$ cat src/reg_pkg.sv
`default_nettype none

package reg_pkg;

  // ~~~~~~~~~~~~~~~~~~~~~~~~~~~~~~~~~~~~~~~~~~~~~~~~~~~~~~~~~~~~~~~~~~~~~~~~~~
  // bus geometry.
  // ~~~~~~~~~~~~~~~~~~~~~~~~~~~~~~~~~~~~~~~~~~~~~~~~~~~~~~~~~~~~~~~~~~~~~~~~~~
  localparam int unsigned ADDR_W = 16;
  localparam int unsigned DATA_W = 32;
  localparam int unsigned STRB_W = DATA_W / 8;

  localparam logic [ADDR_W-1:0] BASE_ADDR     = 16'h1000;
  localparam logic [DATA_W-1:0] DEFAULT_RDATA = 32'hDEAD_BEAF; // unmapped read.

  // ~~~~~~~~~~~~~~~~~~~~~~~~~~~~~~~~~~~~~~~~~~~~~~~~~~~~~~~~~~~~~~~~~~~~~~~~~~
  // register map, offsets from BASE_ADDR.
  // ~~~~~~~~~~~~~~~~~~~~~~~~~~~~~~~~~~~~~~~~~~~~~~~~~~~~~~~~~~~~~~~~~~~~~~~~~~
  localparam logic [ADDR_W-1:0] OFS_CTRL     = 16'h0000;
  localparam logic [ADDR_W-1:0] OFS_CMD      = 16'h0004;
  localparam logic [ADDR_W-1:0] OFS_STATUS   = 16'h0008;
  localparam logic [ADDR_W-1:0] OFS_EVENT    = 16'h000C;
  localparam logic [ADDR_W-1:0] OFS_IRQ_MASK = 16'h0010;
  localparam logic [ADDR_W-1:0] OFS_COUNT    = 16'h0014;

  // field widths.
  localparam int unsigned MODE_W   = 4;
  localparam int unsigned LEVEL_W  = 2;
  localparam int unsigned TRIG_W   = 4;
  localparam int unsigned STATUS_W = 8;
  localparam int unsigned EVENT_W  = 4;
  localparam int unsigned COUNT_W  = 8;

  localparam logic [LEVEL_W-1:0] LEVEL_RESET = 2'b10;

  // decoded register, IDX_NONE for anything unmapped.
  typedef enum logic [2:0] {
    IDX_CTRL,
    IDX_CMD,
    IDX_STATUS,
    IDX_EVENT,
    IDX_IRQ_MASK,
    IDX_COUNT,
    IDX_NONE
  } reg_index_e;

endpackage

`default_nettype wire
$ cat src/reg_block_top.sv
`default_nettype none

module reg_block_top (
  input  wire                              clk,
  input  wire                              i_arst_n,
  // APB slave.
  input  wire                              i_psel,
  input  wire                              i_penable,
  input  wire  [reg_pkg::ADDR_W-1:0]       i_paddr,
  input  wire                              i_pwrite,
  input  wire  [reg_pkg::STRB_W-1:0]       i_pstrb,
  input  wire  [reg_pkg::DATA_W-1:0]       i_pwdata,
  output logic                             o_pready,
  output logic [reg_pkg::DATA_W-1:0]       o_prdata,
  output logic                             o_pslverr,
  // hardware side.
  input  wire  [reg_pkg::STATUS_W-1:0]     i_hw_status,
  input  wire  [reg_pkg::EVENT_W-1:0]      i_event_set,
  output logic [reg_pkg::MODE_W-1:0]       o_ctrl_mode,
  output logic                             o_ctrl_enable,
  output logic [reg_pkg::LEVEL_W-1:0]      o_ctrl_level,
  output logic [reg_pkg::TRIG_W-1:0]       o_cmd_trigger,
  output logic [reg_pkg::EVENT_W-1:0]      o_event,
  output logic                             o_irq,
  output logic [reg_pkg::COUNT_W-1:0]      o_count
);

  logic                       wr_valid;
  logic                       rd_valid;
  reg_pkg::reg_index_e        reg_index;
  logic [reg_pkg::DATA_W-1:0] wdata;
  logic [reg_pkg::STRB_W-1:0] wstrb;
  logic [reg_pkg::DATA_W-1:0] ctrl_rdata;
  logic [reg_pkg::DATA_W-1:0] status_rdata;

  apb_frontend u_apb_frontend (
    .clk            (clk          ),
    .i_arst_n       (i_arst_n     ),
    .i_psel         (i_psel       ),
    .i_penable      (i_penable    ),
    .i_paddr        (i_paddr      ),
    .i_pwrite       (i_pwrite     ),
    .i_pwdata       (i_pwdata     ),
    .i_pstrb        (i_pstrb      ),
    .i_ctrl_rdata   (ctrl_rdata   ),
    .i_status_rdata (status_rdata ),
    .o_pready       (o_pready     ),
    .o_prdata       (o_prdata     ),
    .o_pslverr      (o_pslverr    ),
    .o_wr_valid     (wr_valid     ),
    .o_rd_valid     (rd_valid     ),
    .o_reg_index    (reg_index    ),
    .o_wdata        (wdata        ),
    .o_wstrb        (wstrb        )
  );

  ctrl_regs u_ctrl_regs (
    .clk           (clk           ),
    .i_arst_n      (i_arst_n      ),
    .i_wr_valid    (wr_valid      ),
    .i_rd_valid    (rd_valid      ),
    .i_reg_index   (reg_index     ),
    .i_wdata       (wdata         ),
    .i_wstrb       (wstrb         ),
    .o_rdata       (ctrl_rdata    ),
    .o_ctrl_mode   (o_ctrl_mode   ),
    .o_ctrl_enable (o_ctrl_enable ),
    .o_ctrl_level  (o_ctrl_level  ),
    .o_cmd_trigger (o_cmd_trigger )
  );

  status_regs u_status_regs (
    .clk         (clk          ),
    .i_arst_n    (i_arst_n     ),
    .i_wr_valid  (wr_valid     ),
    .i_rd_valid  (rd_valid     ),
    .i_reg_index (reg_index    ),
    .i_wdata     (wdata        ),
    .i_wstrb     (wstrb        ),
    .i_hw_status (i_hw_status  ),
    .i_event_set (i_event_set  ),
    .o_rdata     (status_rdata ),
    .o_event     (o_event      ),
    .o_irq       (o_irq        ),
    .o_count     (o_count      )
  );

endmodule

`default_nettype wire

$ cat src/status_regs.sv
`default_nettype none

module status_regs (
  input  wire                              clk,
  input  wire                              i_arst_n,
  input  wire                              i_wr_valid,
  input  wire                              i_rd_valid,
  input  wire  reg_pkg::reg_index_e        i_reg_index,
  input  wire  [reg_pkg::DATA_W-1:0]       i_wdata,
  input  wire  [reg_pkg::STRB_W-1:0]       i_wstrb,
  input  wire  [reg_pkg::STATUS_W-1:0]     i_hw_status,
  input  wire  [reg_pkg::EVENT_W-1:0]      i_event_set,
  output logic [reg_pkg::DATA_W-1:0]       o_rdata,
  output logic [reg_pkg::EVENT_W-1:0]      o_event,
  output logic                             o_irq,
  output logic [reg_pkg::COUNT_W-1:0]      o_count
);

  logic [reg_pkg::EVENT_W-1:0] event_clr;
  logic [reg_pkg::EVENT_W-1:0] irq_mask_q;
  logic                        mask_wr;
  logic                        count_clr;
  logic                        count_inc;
  logic [reg_pkg::DATA_W-1:0]  rd_word;

  // ~~~~~~~~~~~~~~~~~~~~~~~~~~~~~~~~~~~~~~~~~~~~~~~~~~~~~~~~~~~~~~~~~~~~~~~~~~
  // events and interrupt.
  // ~~~~~~~~~~~~~~~~~~~~~~~~~~~~~~~~~~~~~~~~~~~~~~~~~~~~~~~~~~~~~~~~~~~~~~~~~~
  assign event_clr = (i_wr_valid && (i_reg_index == reg_pkg::IDX_EVENT) && i_wstrb[0]) ?
                     i_wdata[reg_pkg::EVENT_W-1:0] : '0;
  assign mask_wr   = i_wr_valid && (i_reg_index == reg_pkg::IDX_IRQ_MASK) && i_wstrb[0];

  always_ff @(posedge clk or negedge i_arst_n) begin
    if (!i_arst_n) begin
      o_event    <= '0;
      irq_mask_q <= '0;
      o_irq      <= 1'b0;
    end else begin
      o_event <= (o_event & ~event_clr) | i_event_set; // set beats clear.
      if (mask_wr) begin
        irq_mask_q <= i_wdata[reg_pkg::EVENT_W-1:0];
      end
      o_irq <= |(o_event & irq_mask_q);
    end
  end

  // ~~~~~~~~~~~~~~~~~~~~~~~~~~~~~~~~~~~~~~~~~~~~~~~~~~~~~~~~~~~~~~~~~~~~~~~~~~
  // event counter, saturating, cleared on read.
  // ~~~~~~~~~~~~~~~~~~~~~~~~~~~~~~~~~~~~~~~~~~~~~~~~~~~~~~~~~~~~~~~~~~~~~~~~~~
  assign count_clr = i_rd_valid && (i_reg_index == reg_pkg::IDX_COUNT);
  assign count_inc = |i_event_set;

  always_ff @(posedge clk or negedge i_arst_n) begin
    if (!i_arst_n) begin
      o_count <= '0;
    end else if (count_clr) begin
      // an increment in the read cycle is kept.
      o_count <= count_inc ? reg_pkg::COUNT_W'(1) : '0;
    end else if (count_inc && (o_count != '1)) begin
      o_count <= o_count + 1'b1;
    end
  end

  // ~~~~~~~~~~~~~~~~~~~~~~~~~~~~~~~~~~~~~~~~~~~~~~~~~~~~~~~~~~~~~~~~~~~~~~~~~~
  // read path. STATUS ignores writes.
  // ~~~~~~~~~~~~~~~~~~~~~~~~~~~~~~~~~~~~~~~~~~~~~~~~~~~~~~~~~~~~~~~~~~~~~~~~~~
  always_comb begin
    rd_word = '0;
    case (i_reg_index)
      reg_pkg::IDX_STATUS:   rd_word[reg_pkg::STATUS_W-1:0] = i_hw_status;
      reg_pkg::IDX_EVENT:    rd_word[reg_pkg::EVENT_W-1:0]  = o_event;
      reg_pkg::IDX_IRQ_MASK: rd_word[reg_pkg::EVENT_W-1:0]  = irq_mask_q;
      reg_pkg::IDX_COUNT:    rd_word[reg_pkg::COUNT_W-1:0]  = o_count;
      default:               rd_word = '0;
    endcase
  end

  always_ff @(posedge clk or negedge i_arst_n) begin
    if (!i_arst_n) begin
      o_rdata <= '0;
    end else begin
      o_rdata <= i_rd_valid ? rd_word : '0;
    end
  end

  a_one_strobe : assert property (@(posedge clk) disable iff (!i_arst_n)
    !(i_wr_valid && i_rd_valid));

endmodule

`default_nettype wire

$ cat src/ctrl_regs.sv
`default_nettype none

module ctrl_regs (
  input  wire                              clk,
  input  wire                              i_arst_n,
  input  wire                              i_wr_valid,
  input  wire                              i_rd_valid,
  input  wire  reg_pkg::reg_index_e        i_reg_index,
  input  wire  [reg_pkg::DATA_W-1:0]       i_wdata,
  input  wire  [reg_pkg::STRB_W-1:0]       i_wstrb,
  output logic [reg_pkg::DATA_W-1:0]       o_rdata,
  output logic [reg_pkg::MODE_W-1:0]       o_ctrl_mode,
  output logic                             o_ctrl_enable,
  output logic [reg_pkg::LEVEL_W-1:0]      o_ctrl_level,
  output logic [reg_pkg::TRIG_W-1:0]       o_cmd_trigger
);

  logic                       ctrl_wr;
  logic                       cmd_wr;
  logic [reg_pkg::DATA_W-1:0] rd_word;

  assign ctrl_wr = i_wr_valid && (i_reg_index == reg_pkg::IDX_CTRL);
  assign cmd_wr  = i_wr_valid && (i_reg_index == reg_pkg::IDX_CMD) && i_wstrb[0];

  // ~~~~~~~~~~~~~~~~~~~~~~~~~~~~~~~~~~~~~~~~~~~~~~~~~~~~~~~~~~~~~~~~~~~~~~~~~~
  // CTRL fields.
  // ~~~~~~~~~~~~~~~~~~~~~~~~~~~~~~~~~~~~~~~~~~~~~~~~~~~~~~~~~~~~~~~~~~~~~~~~~~
  always_ff @(posedge clk or negedge i_arst_n) begin
    if (!i_arst_n) begin
      o_ctrl_mode   <= '0;
      o_ctrl_enable <= 1'b0;
      o_ctrl_level  <= reg_pkg::LEVEL_RESET;
    end else if (ctrl_wr) begin
      if (i_wstrb[0]) begin
        o_ctrl_mode   <= i_wdata[reg_pkg::MODE_W-1:0];
        o_ctrl_enable <= i_wdata[reg_pkg::MODE_W]; // bit 4.
      end
      if (i_wstrb[1]) begin
        o_ctrl_level <= i_wdata[8 +: reg_pkg::LEVEL_W];
      end
    end
  end

  // trigger is high only in the cycle after the write.
  always_ff @(posedge clk or negedge i_arst_n) begin
    if (!i_arst_n) begin
      o_cmd_trigger <= '0;
    end else if (cmd_wr) begin
      o_cmd_trigger <= i_wdata[reg_pkg::TRIG_W-1:0];
    end else begin
      o_cmd_trigger <= '0;
    end
  end

  // ~~~~~~~~~~~~~~~~~~~~~~~~~~~~~~~~~~~~~~~~~~~~~~~~~~~~~~~~~~~~~~~~~~~~~~~~~~
  // read path.
  // ~~~~~~~~~~~~~~~~~~~~~~~~~~~~~~~~~~~~~~~~~~~~~~~~~~~~~~~~~~~~~~~~~~~~~~~~~~
  always_comb begin
    rd_word = '0; // CMD and foreign indices read zero.
    if (i_reg_index == reg_pkg::IDX_CTRL) begin
      rd_word[reg_pkg::MODE_W-1:0]   = o_ctrl_mode;
      rd_word[reg_pkg::MODE_W]       = o_ctrl_enable;
      rd_word[8 +: reg_pkg::LEVEL_W] = o_ctrl_level;
    end
  end

  always_ff @(posedge clk or negedge i_arst_n) begin
    if (!i_arst_n) begin
      o_rdata <= '0;
    end else begin
      o_rdata <= i_rd_valid ? rd_word : '0;
    end
  end

  a_trigger_pulse : assert property (@(posedge clk) disable iff (!i_arst_n)
    (o_cmd_trigger != '0) |=> (o_cmd_trigger == '0));

endmodule

`default_nettype wire

$ cat src/apb_frontend.sv
`default_nettype none

module apb_frontend (
  input  wire                             clk,
  input  wire                             i_arst_n,
  input  wire                             i_psel,
  input  wire                             i_penable,
  input  wire  [reg_pkg::ADDR_W-1:0]      i_paddr,
  input  wire                             i_pwrite,
  input  wire  [reg_pkg::DATA_W-1:0]      i_pwdata,
  input  wire  [reg_pkg::STRB_W-1:0]      i_pstrb,
  input  wire  [reg_pkg::DATA_W-1:0]      i_ctrl_rdata,
  input  wire  [reg_pkg::DATA_W-1:0]      i_status_rdata,
  output logic                            o_pready,
  output logic [reg_pkg::DATA_W-1:0]      o_prdata,
  output logic                            o_pslverr,
  output logic                            o_wr_valid,
  output logic                            o_rd_valid,
  output reg_pkg::reg_index_e             o_reg_index,
  output logic [reg_pkg::DATA_W-1:0]      o_wdata,
  output logic [reg_pkg::STRB_W-1:0]      o_wstrb
);

  typedef enum logic [1:0] {
    IDLE,
    ACCESS,
    RESPOND
  } state_e;

  state_e                     state_q;
  state_e                     state_d;
  logic                       access;
  logic                       mapped;
  logic                       err_q;
  logic [reg_pkg::ADDR_W-1:0] ofs;

  // ~~~~~~~~~~~~~~~~~~~~~~~~~~~~~~~~~~~~~~~~~~~~~~~~~~~~~~~~~~~~~~~~~~~~~~~~~~
  // address decode.
  // ~~~~~~~~~~~~~~~~~~~~~~~~~~~~~~~~~~~~~~~~~~~~~~~~~~~~~~~~~~~~~~~~~~~~~~~~~~
  assign ofs = i_paddr - reg_pkg::BASE_ADDR; // below base wraps high, never matches.

  // unaligned and out-of-block addresses miss every offset.
  always_comb begin
    case (ofs)
      reg_pkg::OFS_CTRL:     o_reg_index = reg_pkg::IDX_CTRL;
      reg_pkg::OFS_CMD:      o_reg_index = reg_pkg::IDX_CMD;
      reg_pkg::OFS_STATUS:   o_reg_index = reg_pkg::IDX_STATUS;
      reg_pkg::OFS_EVENT:    o_reg_index = reg_pkg::IDX_EVENT;
      reg_pkg::OFS_IRQ_MASK: o_reg_index = reg_pkg::IDX_IRQ_MASK;
      reg_pkg::OFS_COUNT:    o_reg_index = reg_pkg::IDX_COUNT;
      default:               o_reg_index = reg_pkg::IDX_NONE;
    endcase
  end

  assign mapped = (o_reg_index != reg_pkg::IDX_NONE);

  // ~~~~~~~~~~~~~~~~~~~~~~~~~~~~~~~~~~~~~~~~~~~~~~~~~~~~~~~~~~~~~~~~~~~~~~~~~~
  // protocol FSM, one fixed wait state.
  // ~~~~~~~~~~~~~~~~~~~~~~~~~~~~~~~~~~~~~~~~~~~~~~~~~~~~~~~~~~~~~~~~~~~~~~~~~~
  always_comb begin
    state_d = state_q;
    case (state_q)
      IDLE: begin
        if (i_psel && !i_penable) begin
          state_d = ACCESS;
        end
      end
      ACCESS: begin
        if (i_psel && i_penable) begin
          state_d = RESPOND;
        end
      end
      default: state_d = IDLE; // respond lasts one cycle.
    endcase
  end

  always_ff @(posedge clk or negedge i_arst_n) begin
    if (!i_arst_n) begin
      state_q <= IDLE;
      err_q   <= 1'b0;
    end else begin
      state_q <= state_d;
      if (access) begin
        err_q <= !mapped;
      end
    end
  end

  assign access     = (state_q == ACCESS) && i_psel && i_penable;
  assign o_wr_valid = access && i_pwrite && mapped;
  assign o_rd_valid = access && !i_pwrite && mapped;
  assign o_wdata    = i_pwdata;
  assign o_wstrb    = i_pstrb;

  // response; banks hold zero unless they were read.
  assign o_pready  = (state_q == RESPOND);
  assign o_pslverr = o_pready && err_q;
  assign o_prdata  = !o_pready ? '0 :
                     err_q     ? reg_pkg::DEFAULT_RDATA :
                                 (i_ctrl_rdata | i_status_rdata);

  a_req_stable : assert property (@(posedge clk) disable iff (!i_arst_n)
    (i_psel && i_penable && !o_pready) |=> (i_psel && i_penable && $stable(i_paddr) &&
      $stable(i_pwrite) && $stable(i_pwdata) && $stable(i_pstrb)));

  a_pready_single : assert property (@(posedge clk) disable iff (!i_arst_n)
    o_pready |=> !o_pready);

endmodule

`default_nettype wire

$ cat config.mk
export PLATFORM = sky130hd
export DESIGN_NAME = reg_block_top
export DESIGN_NICKNAME = d
export VERILOG_FILES = /design/src/reg_pkg.sv /design/src/reg_block_top.sv /design/src/status_regs.sv /design/src/ctrl_regs.sv /design/src/apb_frontend.sv
export SDC_FILE = /design/constraint.sdc
export NUM_CORES = 1
export LEC_CHECK = 0
export ABC_AREA = 0
export BUFFER_PORTS_ARGS = -buffer_cell sky130_fd_sc_hd__buf_2
export CAP_MARGIN = 20
export CORE_MARGIN = 5
export CORE_UTILIZATION = 45
export DETAILED_ROUTE_END_ITERATION = 8
export GPL_ROUTABILITY_DRIVEN = 1
export PLACE_DENSITY_LB_ADDON = 0.1
export SYNTH_ARGS = -nofsm -noshare
export SYNTH_HDL_FRONTEND = slang
export SYNTH_SLANG_ARGS = --single-unit
$ cat constraint.sdc
create_clock -name clk -period 2.41 [get_ports clk]
set_clock_uncertainty 0.1 [all_clocks]
set_input_delay 0.482 -clock clk [delete_from_list [all_inputs] [get_ports clk]]
set_output_delay 0.482 -clock clk [all_outputs]
set_load 0.03 [all_outputs]
# --- Word-level counts from Yosys, hierarchy flattened ---
# Index checks and enable logic that the tools add are counted.
totals:
  regBits: 95
  input_bits: 69
  out_inout_bits: 58
  elab_cells: 82
op_classes:
  n_addsub: 2
  eq_ne: 16
  muxes: 17
  bitwise: 5
  reduce_logical: 30
ops:
  columns: ["op", "count"]
  rows:
  - ["$mux W32", 2]
  - ["$eq A16 B4 Y1 const B", 2]
  - ["$eq A16 B5 Y1 const B", 2]
  - ["$or A32 B32 Y32", 1]
  - ["$mux W8", 3]
  - ["$logic_and A1 B1 Y1", 18]
  - ["$pmux W3 S6", 1]
  - ["$eq A16 B3 Y1 const B", 1]
  - ["$logic_not A16 Y1", 1]
  - ["$pmux W4 S4", 1]
  - ["$sub A16 B13 Y16 const B", 1]
  - ["$mux W10", 1]
  - ["$add A8 B1 Y8 const B", 1]
  - ["$and A4 B4 Y4", 2]
  - ["$mux W4", 2]
  - ["$ne A8 B8 Y1 const B", 1]
  - ["$pmux W4 S2", 1]
  - ["$reduce_or A4 Y1", 2]
  - ["$eq A3 B2 Y1 const B", 2]
  - ["$eq A3 B3 Y1 const B", 2]
  - ["$mux W2", 3]
  - ["$reduce_and A2 Y1", 3]
  - ["$mux W5", 1]
  - ["$ne A2 B1 Y1 const B", 2]
  - ["12 further kinds", 14]

# --- Longest topological paths before layout ---
# Gate-level depths: netlist of run 1.
logic_depth:
  depth_word: 11
  mapped_depth: 10

# --- Hierarchy ---
# A second synthesis of run 1 with hierarchy kept.
unflattened:
  hier_cells: 338
  area_unflattened_um2: 3193.1
by_module_without_submodules:
  columns: ["mod", "n_inst", "cells_per_inst", "area_per_inst_um2"]
  rows:
  - ["status_regs", 1, 144, 1530.2]
  - ["ctrl_regs", 1, 72, 874.6]
  - ["apb_frontend", 1, 122, 788.3]

# --- Worst setup path after synthesis of run 1 ---
# Ideal clock, no wire load.
synth_path:
  path_type: "in2reg"
  startpoint: "input port i_paddr[14] (netlist bit)"
  endpoint: "register u_status_regs.irq_mask_q[0] (netlist bit)"
  arrival_time_ps: 2290
  slack_ps: -105
  cell_stages: 8
  path_buffers: 1
  cell_sequence: "nor4_2 > and4_1 > clkbuf_2 > nand2_1 > ha_1 > a211oi_4 > nand3_4 > mux2_4"
synth_between:
  elab_chain_cells: 7
synth_lines:
  columns: ["element", "line_no", "source"]
  rows:
  - ["start: declaration", "reg_block_top.sv:9", "input wire [reg_pkg::ADDR_W-1:0] i_paddr,"]
  - ["$sub A16 B13 Y16 (*)", "apb_frontend.sv:40", "assign ofs = i_paddr - reg_pkg::BASE_ADDR;"]
  - ["$eq A16 B5 Y1, or another cell as far along", "apb_frontend.sv:44", "case (ofs)"]
  - ["$pmux W3 S6 (*)", "apb_frontend.sv:44", null]
  - ["$ne A3 B3 Y1", "apb_frontend.sv:55", "assign mapped = (o_reg_index != reg_pkg::IDX_NONE);"]
  - ["$logic_and A1 B1 Y1", "apb_frontend.sv:90", "assign o_wr_valid = access && i_pwrite && mapped;"]
  - ["$logic_and A1 B1 Y1 (*) (2 in series)", "status_regs.sv:31", "assign mask_wr = i_wr_valid && (i_reg_index == reg_pkg::IDX_IRQ_MASK) && i_wstrb[0];"]
  - ["end signal: assignment", "status_regs.sv:41", "irq_mask_q <= i_wdata[reg_pkg::EVENT_W-1:0];"]
  - ["end: declaration", "status_regs.sv:20", "logic [reg_pkg::EVENT_W-1:0] irq_mask_q;"]
# Mark *: on every way between the ends. The rest lies on a longest branch, timed or not.
# A chain may end at the register's enable or synchronous reset.

# --- Final worst setup path of run 1 ---
layout_path:
  startpoint: "input port i_paddr[14] (netlist bit)"
  endpoint: "register u_ctrl_regs.o_ctrl_enable"
layout_between:
  elab_chain_cells: 7
layout_lines:
  columns: ["element", "line_no", "source"]
  rows:
  - ["$sub A16 B13 Y16 (*)", "apb_frontend.sv:40", null]
  - ["$eq A16 B5 Y1, or another cell as far along", "apb_frontend.sv:44", null]
  - ["$pmux W3 S6 (*)", "apb_frontend.sv:44", null]
  - ["$ne A3 B3 Y1", "apb_frontend.sv:55", null]
  - ["$logic_and A1 B1 Y1", "apb_frontend.sv:90", null]
  - ["$logic_and A1 B1 Y1 (*)", "ctrl_regs.sv:22", "assign ctrl_wr = i_wr_valid && (i_reg_index == reg_pkg::IDX_CTRL);"]
  - ["$reduce_and A2 Y1 (no line) (*)", null, null]
  - ["end signal: assignment", "ctrl_regs.sv:36", "o_ctrl_enable <= i_wdata[reg_pkg::MODE_W];"]
  - ["end: declaration", "ctrl_regs.sv:13", "output logic o_ctrl_enable,"]
# Marks and branches as above.

==> results of run 1 <==
## kinds of logic (layout without fill, tap and decap cells)
| family | Yosys count | after routing | share of synthesized area (%) |
|---|---|---|---|
| compound gates | 32 | 32 | 10.6 |
| flops | 46 | 46 | 47.8 |
| mux | 14 | 14 | 7.01 |
| fa+ha+maj | 2 | 2 | 1.04 |
| other cells | 1 | 6 | 0.156 |
| xor+xnor | 6 | 6 | 2.18 |
| simple gates | 97 | 97 | 21.7 |
| buf+inv | 38 | 127 | 9.55 |
## routing by layer
layer	global-route usage, %	vias up	share of wire [%]
met2	28.8	78	48
met5	0	-	0
li1	-	978	-
met4	4.01	0	1.1
met1	21.8	935	44
met3	5.25	7	7.7
## path summary, 6_finish.rpt
check / to / slack [ns] / cells past startpoint / from
hold reg to reg: u_apb_frontend.state_q[0] / 0.36 / 1 / u_apb_frontend.state_q[1]
setup reg to reg: u_ctrl_regs.o_ctrl_enable / 0.56 / 4 / u_apb_frontend.state_q[1]
min in group clk: u_apb_frontend.state_q[0] / 0.27 / 2 / i_penable
hold / removal: u_status_regs.o_count[7] / 0.16 / 2 / i_arst_n
setup / recovery: u_ctrl_regs.o_ctrl_enable / 0.15 / 8 / i_paddr[14]
max in group asynchronous: u_ctrl_regs.o_ctrl_level[0] / 1.66 / 2 / i_arst_n
## per-stage QoR
step	hold WS [ns]	power (mW)
after floorplan	0.0864	1.37
after global placement	0.336	1.56
after detailed placement	0.340	1.57
after CTS	0.174	2.07
after global routing	0.214	2.16
final	0.159	2.04
## where the power goes
part / switching (mW) / internal (mW)
combinational: 0.372 / 0.206
sequential: 0.124 / 0.847
clock: 0.281 / 0.210
total: 0.778 / 1.26
## critical path, stage by stage
cell	delay [ns]
sky130_fd_sc_hd__buf_2	0.11
sky130_fd_sc_hd__nor4_4	0.33
sky130_fd_sc_hd__and4_4	0.29
sky130_fd_sc_hd__nand2_1	0.08
sky130_fd_sc_hd__ha_4	0.19
sky130_fd_sc_hd__a211oi_4	0.34
sky130_fd_sc_hd__nand2_2	0.18
sky130_fd_sc_hd__mux2_1	0.34
## sequential cells by signal (all words and copies together) (netlist names)
name	count
u_apb_frontend.state_q	2
u_status_regs.o_count	8
u_ctrl_regs.o_ctrl_mode	4
u_apb_frontend.err_q	1
u_ctrl_regs.o_ctrl_enable	1
u_ctrl_regs.o_rdata	7
u_status_regs.o_rdata	8
u_status_regs.irq_mask_q	4
u_ctrl_regs.o_cmd_trigger	4
u_status_regs.o_irq	1
u_ctrl_regs.o_ctrl_level	2
u_status_regs.o_event	4
## placed cells by master (no fill, tap or decap), types with 6 or more instances in the layout
master / n
sky130_fd_sc_hd__conb_1: 6
sky130_fd_sc_hd__a22oi_1: 10
sky130_fd_sc_hd__a22o_1: 8
sky130_fd_sc_hd__nand2_1: 11
sky130_fd_sc_hd__buf_4: 16
sky130_fd_sc_hd__nor2_1: 37
sky130_fd_sc_hd__and2_1: 8
sky130_fd_sc_hd__dfrtp_1: 45
sky130_fd_sc_hd__nor3_1: 8
sky130_fd_sc_hd__inv_1: 10
sky130_fd_sc_hd__buf_2: 93
## final cells by class
class	instances	area share (%)
Clock buffer	5	2.26
Multi-Input combinational cell	157	35.6
Sequential cell	46	37.9
Tap cell	70	2.88
Clock inverter	3	0.823
Timing Repair Buffer	109	19.3
Inverter	10	1.23
## synthesized netlist by cell type, drive strengths merged
| cell | count | area share (%) |
|---|---|---|
| dfrtp | 45 | 47 |
| nor2 | 38 | 5.9 |
| buf | 23 | 7.2 |
| nand2 | 13 | 2.1 |
| mux2 | 11 | 5.8 |
| a22oi | 10 | 3.1 |
| inv | 10 | 1.6 |
| a22o | 8 | 2.9 |
| and2 | 8 | 2.1 |
| nor3 | 8 | 1.7 |
| nand3 | 6 | 1.8 |
| clkbuf | 5 | 0.83 |
| a31oi | 4 | 1.0 |
| and4 | 4 | 1.5 |
| nor2b | 4 | 1.0 |
| nor4 | 4 | 1.6 |
| a211oi | 3 | 1.5 |
| a21oi | 3 | 0.78 |
| mux2i | 3 | 1.2 |
| nand4 | 3 | 1.0 |
| nor3b | 3 | 0.93 |
| xnor2 | 3 | 1.1 |
| xor2 | 3 | 1.1 |
| ha | 2 | 1.0 |
| nand2b | 2 | 0.52 |
| a211o | 1 | 0.36 |
| a311oi | 1 | 0.36 |
| a41oi | 1 | 0.36 |
| and3 | 1 | 0.26 |
| conb | 1 | 0.16 |
| dfstp | 1 | 1.1 |
| nand3b | 1 | 0.31 |
| nand4b | 1 | 0.36 |
| nor4b | 1 | 0.62 |
| o21ai | 1 | 0.21 |
==> results by group, run 1 <==
Timing
  • Max Clock Freq: 442 MHz
  • Max Slew Vio Count: 0
  • Shortest clock period the worst path allows after layout: 2.26 ns
  • Hold violation count in the final report: 0
  • Unrepaired setup endpoints after global routing: false
  • Total negative slack: 0 ns
  • Headroom to the max-slew limit: 61.1%
  • Slew at the pin with the worst max-slew slack: 0.584 ns
  • Setup-failing EPs final: 0
  • Final worst path period share: 93.9%
  • Post-layout worst setup margin: 0.147 ns

Worst setup path
  • Maximum fanout along the worst path: 5
  • CP Data Arrival Time: 2.35 ns
  • Sort of element at the start of the critical path: input port
  • Classification of the worst setup path: in -> reg
  • CP Data Required Time: 2.49 ns
  • Element type at the critical path end: flop

Cells and area
  • Area of all placed cells without fillers: 3040 um2
  • Final layout net count: 400
  • Total of fill cells in the finished design: 480
  • Sequential standard cell area: 1150 um2
  • Multi-input combinational cell area: 1080 um2
  • Fraction of final layout cells with drive strength greater than 1: 41.2%
  • Final core area utilization: 59.2%
  • Area Growth Syn to Fin: 26.2%
  • Inserted Diodes: 0
  • Non-filler instance count after layout: 400

Synthesis
  • Mean area per synthesized cell: 10.2 um2
  • Flop and latch count out of synthesis: 46
  • Distinct cell type count of the synthesized netlist: 44
  • Portion of the post-synthesis area used by sequential elements: 47.8%
  • Total standard cell area after synthesis: 2410 um2
  • Syn Inst Count: 236
  • Synth Warn #: 0

Routing
  • DRC violation count after routing: 0
  • Iter 0 DRT Violations: 49
  • Remaining number of nets flagged by the antenna check after routing: 0
  • Vias after detailed routing: 1998
  • Vias per inst: 5.00
  • Overall routed net length: 5760 um
  • Final routed wire length divided by cell count: 14.4 um
  • Pre-Repair DR Iteration Count: 4

Placed design
  • Final estimated routing congestion in global placement: 0.781
  • PortBufs: 93
  • Post-placement worst setup slack: -0.209 ns
  • Number of placed instances, taps included: 392
  • Dpl hpwl: 4530 um
  • Placed inst area: 2940 um2

Min path
  • Path class of the lowest-slack min-delay path: in -> async

Clock network
  • Post-CTS setup-driven buffer insertion count: 0
  • CTS-repair resized insts: 0
  • Number of hold buffers added after CTS: 0
  • Bufs on Longest Clock Path: 2
  • Total clock buffers created by CTS: 5
  • TritonCTS sink count: 46
  • Clock latency on the worst-skew pair: 0.30 ns
  • Worst-path clk slew: 0.09 ns
  • Root Driver: sky130_fd_sc_hd__clkbuf_8
  • Level count of the clock H-tree: 2
  • TritonCTS clock tree: built

Power and ir drop
  • IR drop worst, VDD: 519 uV
  • Pwr per Cell Area: 671 nW/um2
  • Static leakage: 1.59 nW

Die
  • CORE AREA: 5140 um2
  • Vert. Die Dim: 83.2 um
  • Horizontal die dimension: 83.2 um
  • Initial standard-cell utilization of the core: 46.9%
  • Die area: 6920 um2
  • Site row count: 26
  • Top-level port count: 127

GRT
  • Antenna violations before repair: 0
  • Largest net degree at the start of global routing: 47
  • First-pass GRT wire length: 9780 um
  • Via count of the first global-routing pass: 2014
  • Residual overflow from global routing: 0
  • GR Util All Layers: 17.2%

Flow run
  • Number of max-cap violations: 0

Outcome
  • Run status: finished clean
Note: power is estimated with default switching activity, not from simulation.
==> inputs of run 2 (changes only) <==
--- a/config.mk
+++ b/config.mk
@@ -8,10 +8,10 @@
 export ABC_AREA = 0
 export BUFFER_PORTS_ARGS = -buffer_cell sky130_fd_sc_hd__buf_2
 export CAP_MARGIN = 20
-export CORE_MARGIN = 5
 export CORE_UTILIZATION = 45
 export DETAILED_ROUTE_END_ITERATION = 8
 export GPL_ROUTABILITY_DRIVEN = 1
+export MAX_ROUTING_LAYER = met4
 export PLACE_DENSITY_LB_ADDON = 0.1
 export SYNTH_ARGS = -nofsm -noshare
 export SYNTH_HDL_FRONTEND = slang
==> run 2 against run 1 <==
Compared with the run above: final cell count decreased by 0.25%; clock power increased by 18%; wire length decreased by 8.9%; die area decreased by 18%; clock-buffer cell count unchanged; via count increased by 0.10%; non-clock buffer count decreased by 1.
==> results by group, run 2 (synthesis gave the netlist of run 1 again) <==
Timing
  • Max Slew Vio Count: 0 (unchanged)
  • Final worst path period share: 92.6% (-1.3 points)
  • Hold violation count in the final report: 0 (unchanged)
  • Slew at the pin with the worst max-slew slack: 0.575 ns (-0.00947 ns)
  • Unrepaired setup endpoints after global routing: false
  • Shortest clock period the worst path allows after layout: 2.23 ns (-0.0307 ns)
  • Max Clock Freq: 448 MHz (+1.4%)
  • Setup-failing EPs final: 0 (unchanged)
  • Headroom to the max-slew limit: 61.7% (+0.63 points)

Die
  • CORE AREA: 5140 um2 (unchanged)
  • Vert. Die Dim: 75.2 um (-9.6%)
  • Die area: 5650 um2 (-18%)
  • Initial standard-cell utilization of the core: 46.9% (unchanged)
  • Site row count: 26 (unchanged)
  • Horizontal die dimension: 75.2 um (-9.6%)
  • Top-level port count: 127 (unchanged)

Worst setup path
  • Element type at the critical path end: flop
  • R2R cell count: 5 (+1)
  • Classification of the worst setup path: in -> reg
  • Worst R2R Setup Slack: 0.57 ns (about the same)
  • CP Data Required Time: 2.54 ns (+0.05 ns)
  • Destination of the worst register-to-register timing path: u_status_regs.o_count[0]
  • CP Data Arrival Time: 2.36 ns (about the same)
  • Critical register-to-register path startpoint: u_apb_frontend.state_q[1]
  • Maximum fanout along the worst path: 5 (unchanged)
  • Sort of element at the start of the critical path: input port

Cells and area
  • Inserted Diodes: 0 (unchanged)
  • Area of all placed cells without fillers: 3050 um2 (+0.21%)
  • Area Growth Syn to Fin: 26.4%
  • Final layout net count: 399 (-0.25%)
  • Leading cell type in the layout, fill and taps excluded: sky130_fd_sc_hd__buf_2
  • Non-filler instance count after layout: 399 (-0.25%)
  • Total of fill cells in the finished design: 484 (+0.83%)
  • Largest registers in the final layout: u_status_regs.o_count: 8 flops, u_status_regs.o_rdata: 8 flops, u_ctrl_regs.o_rdata: 7 flops
  • Fraction of final layout cells with drive strength greater than 1: 40.4% (-0.79 points)
  • Sequential standard cell area: 1150 um2 (unchanged)
  • Commonest non-fill, non-tap cells in the layout: sky130_fd_sc_hd__buf_2, sky130_fd_sc_hd__dfrtp_1, sky130_fd_sc_hd__nor2_1, sky130_fd_sc_hd__buf_4, sky130_fd_sc_hd__nand2_1
  • Multi-input combinational cell area: 1080 um2 (-0.46%)
  • Final core area utilization: 59.3% (+0.12 points)

Min path
  • Path class of the lowest-slack min-delay path: in -> async

Power and ir drop
  • Static leakage: 1.60 nW (+0.56%)
  • Pwr per Cell Area: 696 nW/um2 (+3.7%)
  • IR drop worst, VDD: 787 uV (+52%)

Routing
  • Overall routed net length: 5250 um (-8.9%)
  • Pre-Repair DR Iteration Count: 4 (unchanged)
  • Iter 0 DRT Violations: 83 (+69%)
  • Final routed wire length divided by cell count: 13.2 um (-8.7%)
  • DRC violation count after routing: 0 (unchanged)
  • Remaining number of nets flagged by the antenna check after routing: 0 (unchanged)
  • Vias per inst: 5.01 (+0.35%)
  • Vias after detailed routing: 2000 (+0.10%)

Clock network
  • Number of hold buffers added after CTS: 0 (unchanged)
  • Level count of the clock H-tree: 2 (unchanged)
  • Root Driver: sky130_fd_sc_hd__clkbuf_8
  • TritonCTS clock tree: built
  • Clock latency on the worst-skew pair: 0.30 ns (about the same)
  • Post-CTS setup-driven buffer insertion count: 0 (unchanged)
  • Total clock buffers created by CTS: 5 (unchanged)
  • Bufs on Longest Clock Path: 2 (unchanged)
  • Worst-path clk slew: 0.09 ns (about the same)
  • CTS-repair resized insts: 0 (unchanged)
  • TritonCTS sink count: 46 (unchanged)

Placed design
  • Number of placed instances, taps included: 391 (-0.26%)
  • Dpl hpwl: 4010 um (-11%)
  • PortBufs: 93 (unchanged)
  • Placed inst area: 2930 um2 (-0.26%)
  • Final estimated routing congestion in global placement: 0.835 (+6.9%)

GRT
  • GR Util All Layers: 21.3% (+4.1 points)
  • Residual overflow from global routing: 0 (unchanged)
  • Antenna violations before repair: 0 (unchanged)
  • Via count of the first global-routing pass: 1788 (-11%)
  • First-pass GRT wire length: 8400 um (-14%)
  • Largest net degree at the start of global routing: 47 (unchanged)

Outcome
  • Run status: finished clean

Flow run
  • Number of max-cap violations: 0 (unchanged)
run 2: worst max-delay path: stages:
cell and delay [ns]:
sky130_fd_sc_hd__buf_2 0.12, sky130_fd_sc_hd__nor4_4 0.28, sky130_fd_sc_hd__and4_1 0.29, sky130_fd_sc_hd__nand2_1 0.10
sky130_fd_sc_hd__ha_4 0.18, sky130_fd_sc_hd__buf_4 0.15, sky130_fd_sc_hd__o21ai_0 0.14, sky130_fd_sc_hd__nand3_1 0.10
sky130_fd_sc_hd__nor2_1 0.23, sky130_fd_sc_hd__a22oi_1 0.15, sky130_fd_sc_hd__nor2_1 0.14
run 2: worst max-delay path by stage:
stage	endpoint	cells past startpoint	start	slack (ns)
after global routing	u_status_regs.o_rdata[2]	11	i_paddr[14]	0.01
after floorplan	u_status_regs.irq_mask_q[0]	8	i_paddr[14]	0.005
after detailed placement	u_ctrl_regs.o_ctrl_mode[2]	8	i_paddr[14]	-0.15
after global placement	u_ctrl_regs.o_ctrl_mode[1]	8	i_paddr[14]	-0.12
after CTS	u_ctrl_regs.o_ctrl_mode[2]	8	i_paddr[14]	0.16
final	u_status_regs.o_rdata[3]	11	i_paddr[14]	0.18
run 2: through the flow:
step	TNS [ns]	hold WS, ns	worst slack, ns	power (mW)
floorplan	0	0.0864	0.00462	1.37
global placement	-1.64	0.340	-0.123	1.55
detailed placement	-1.81	0.345	-0.149	1.57
CTS	0	0.174	0.158	2.15
global route	0	0.213	0.0118	2.26
finish	0	0.156	0.177	2.12
run 2: layout make-up:
class | count | share of cell area (%)
clock buffer | 5 | 2.26
clock inverter | 3 | 1.44
inverter | 10 | 1.23
multi-input combinational | 157 | 35.4
sequential | 46 | 37.8
tap | 70 | 2.87
timing repair buffer | 108 | 19.0
run 2: routing by layer:
layer | track usage, % | part of all wire (%)
met1 | 27.4 | 45
met5 | - | 0
met4 | 7.41 | 1.3
met2 | 33.7 | 48
met3 | 4.28 | 5.3
run 2: where the power goes:
group	total [mW]	internal, mW	switching, mW
clock network	0.577	0.311	0.266
registers	0.971	0.847	0.124
logic	0.572	0.207	0.365
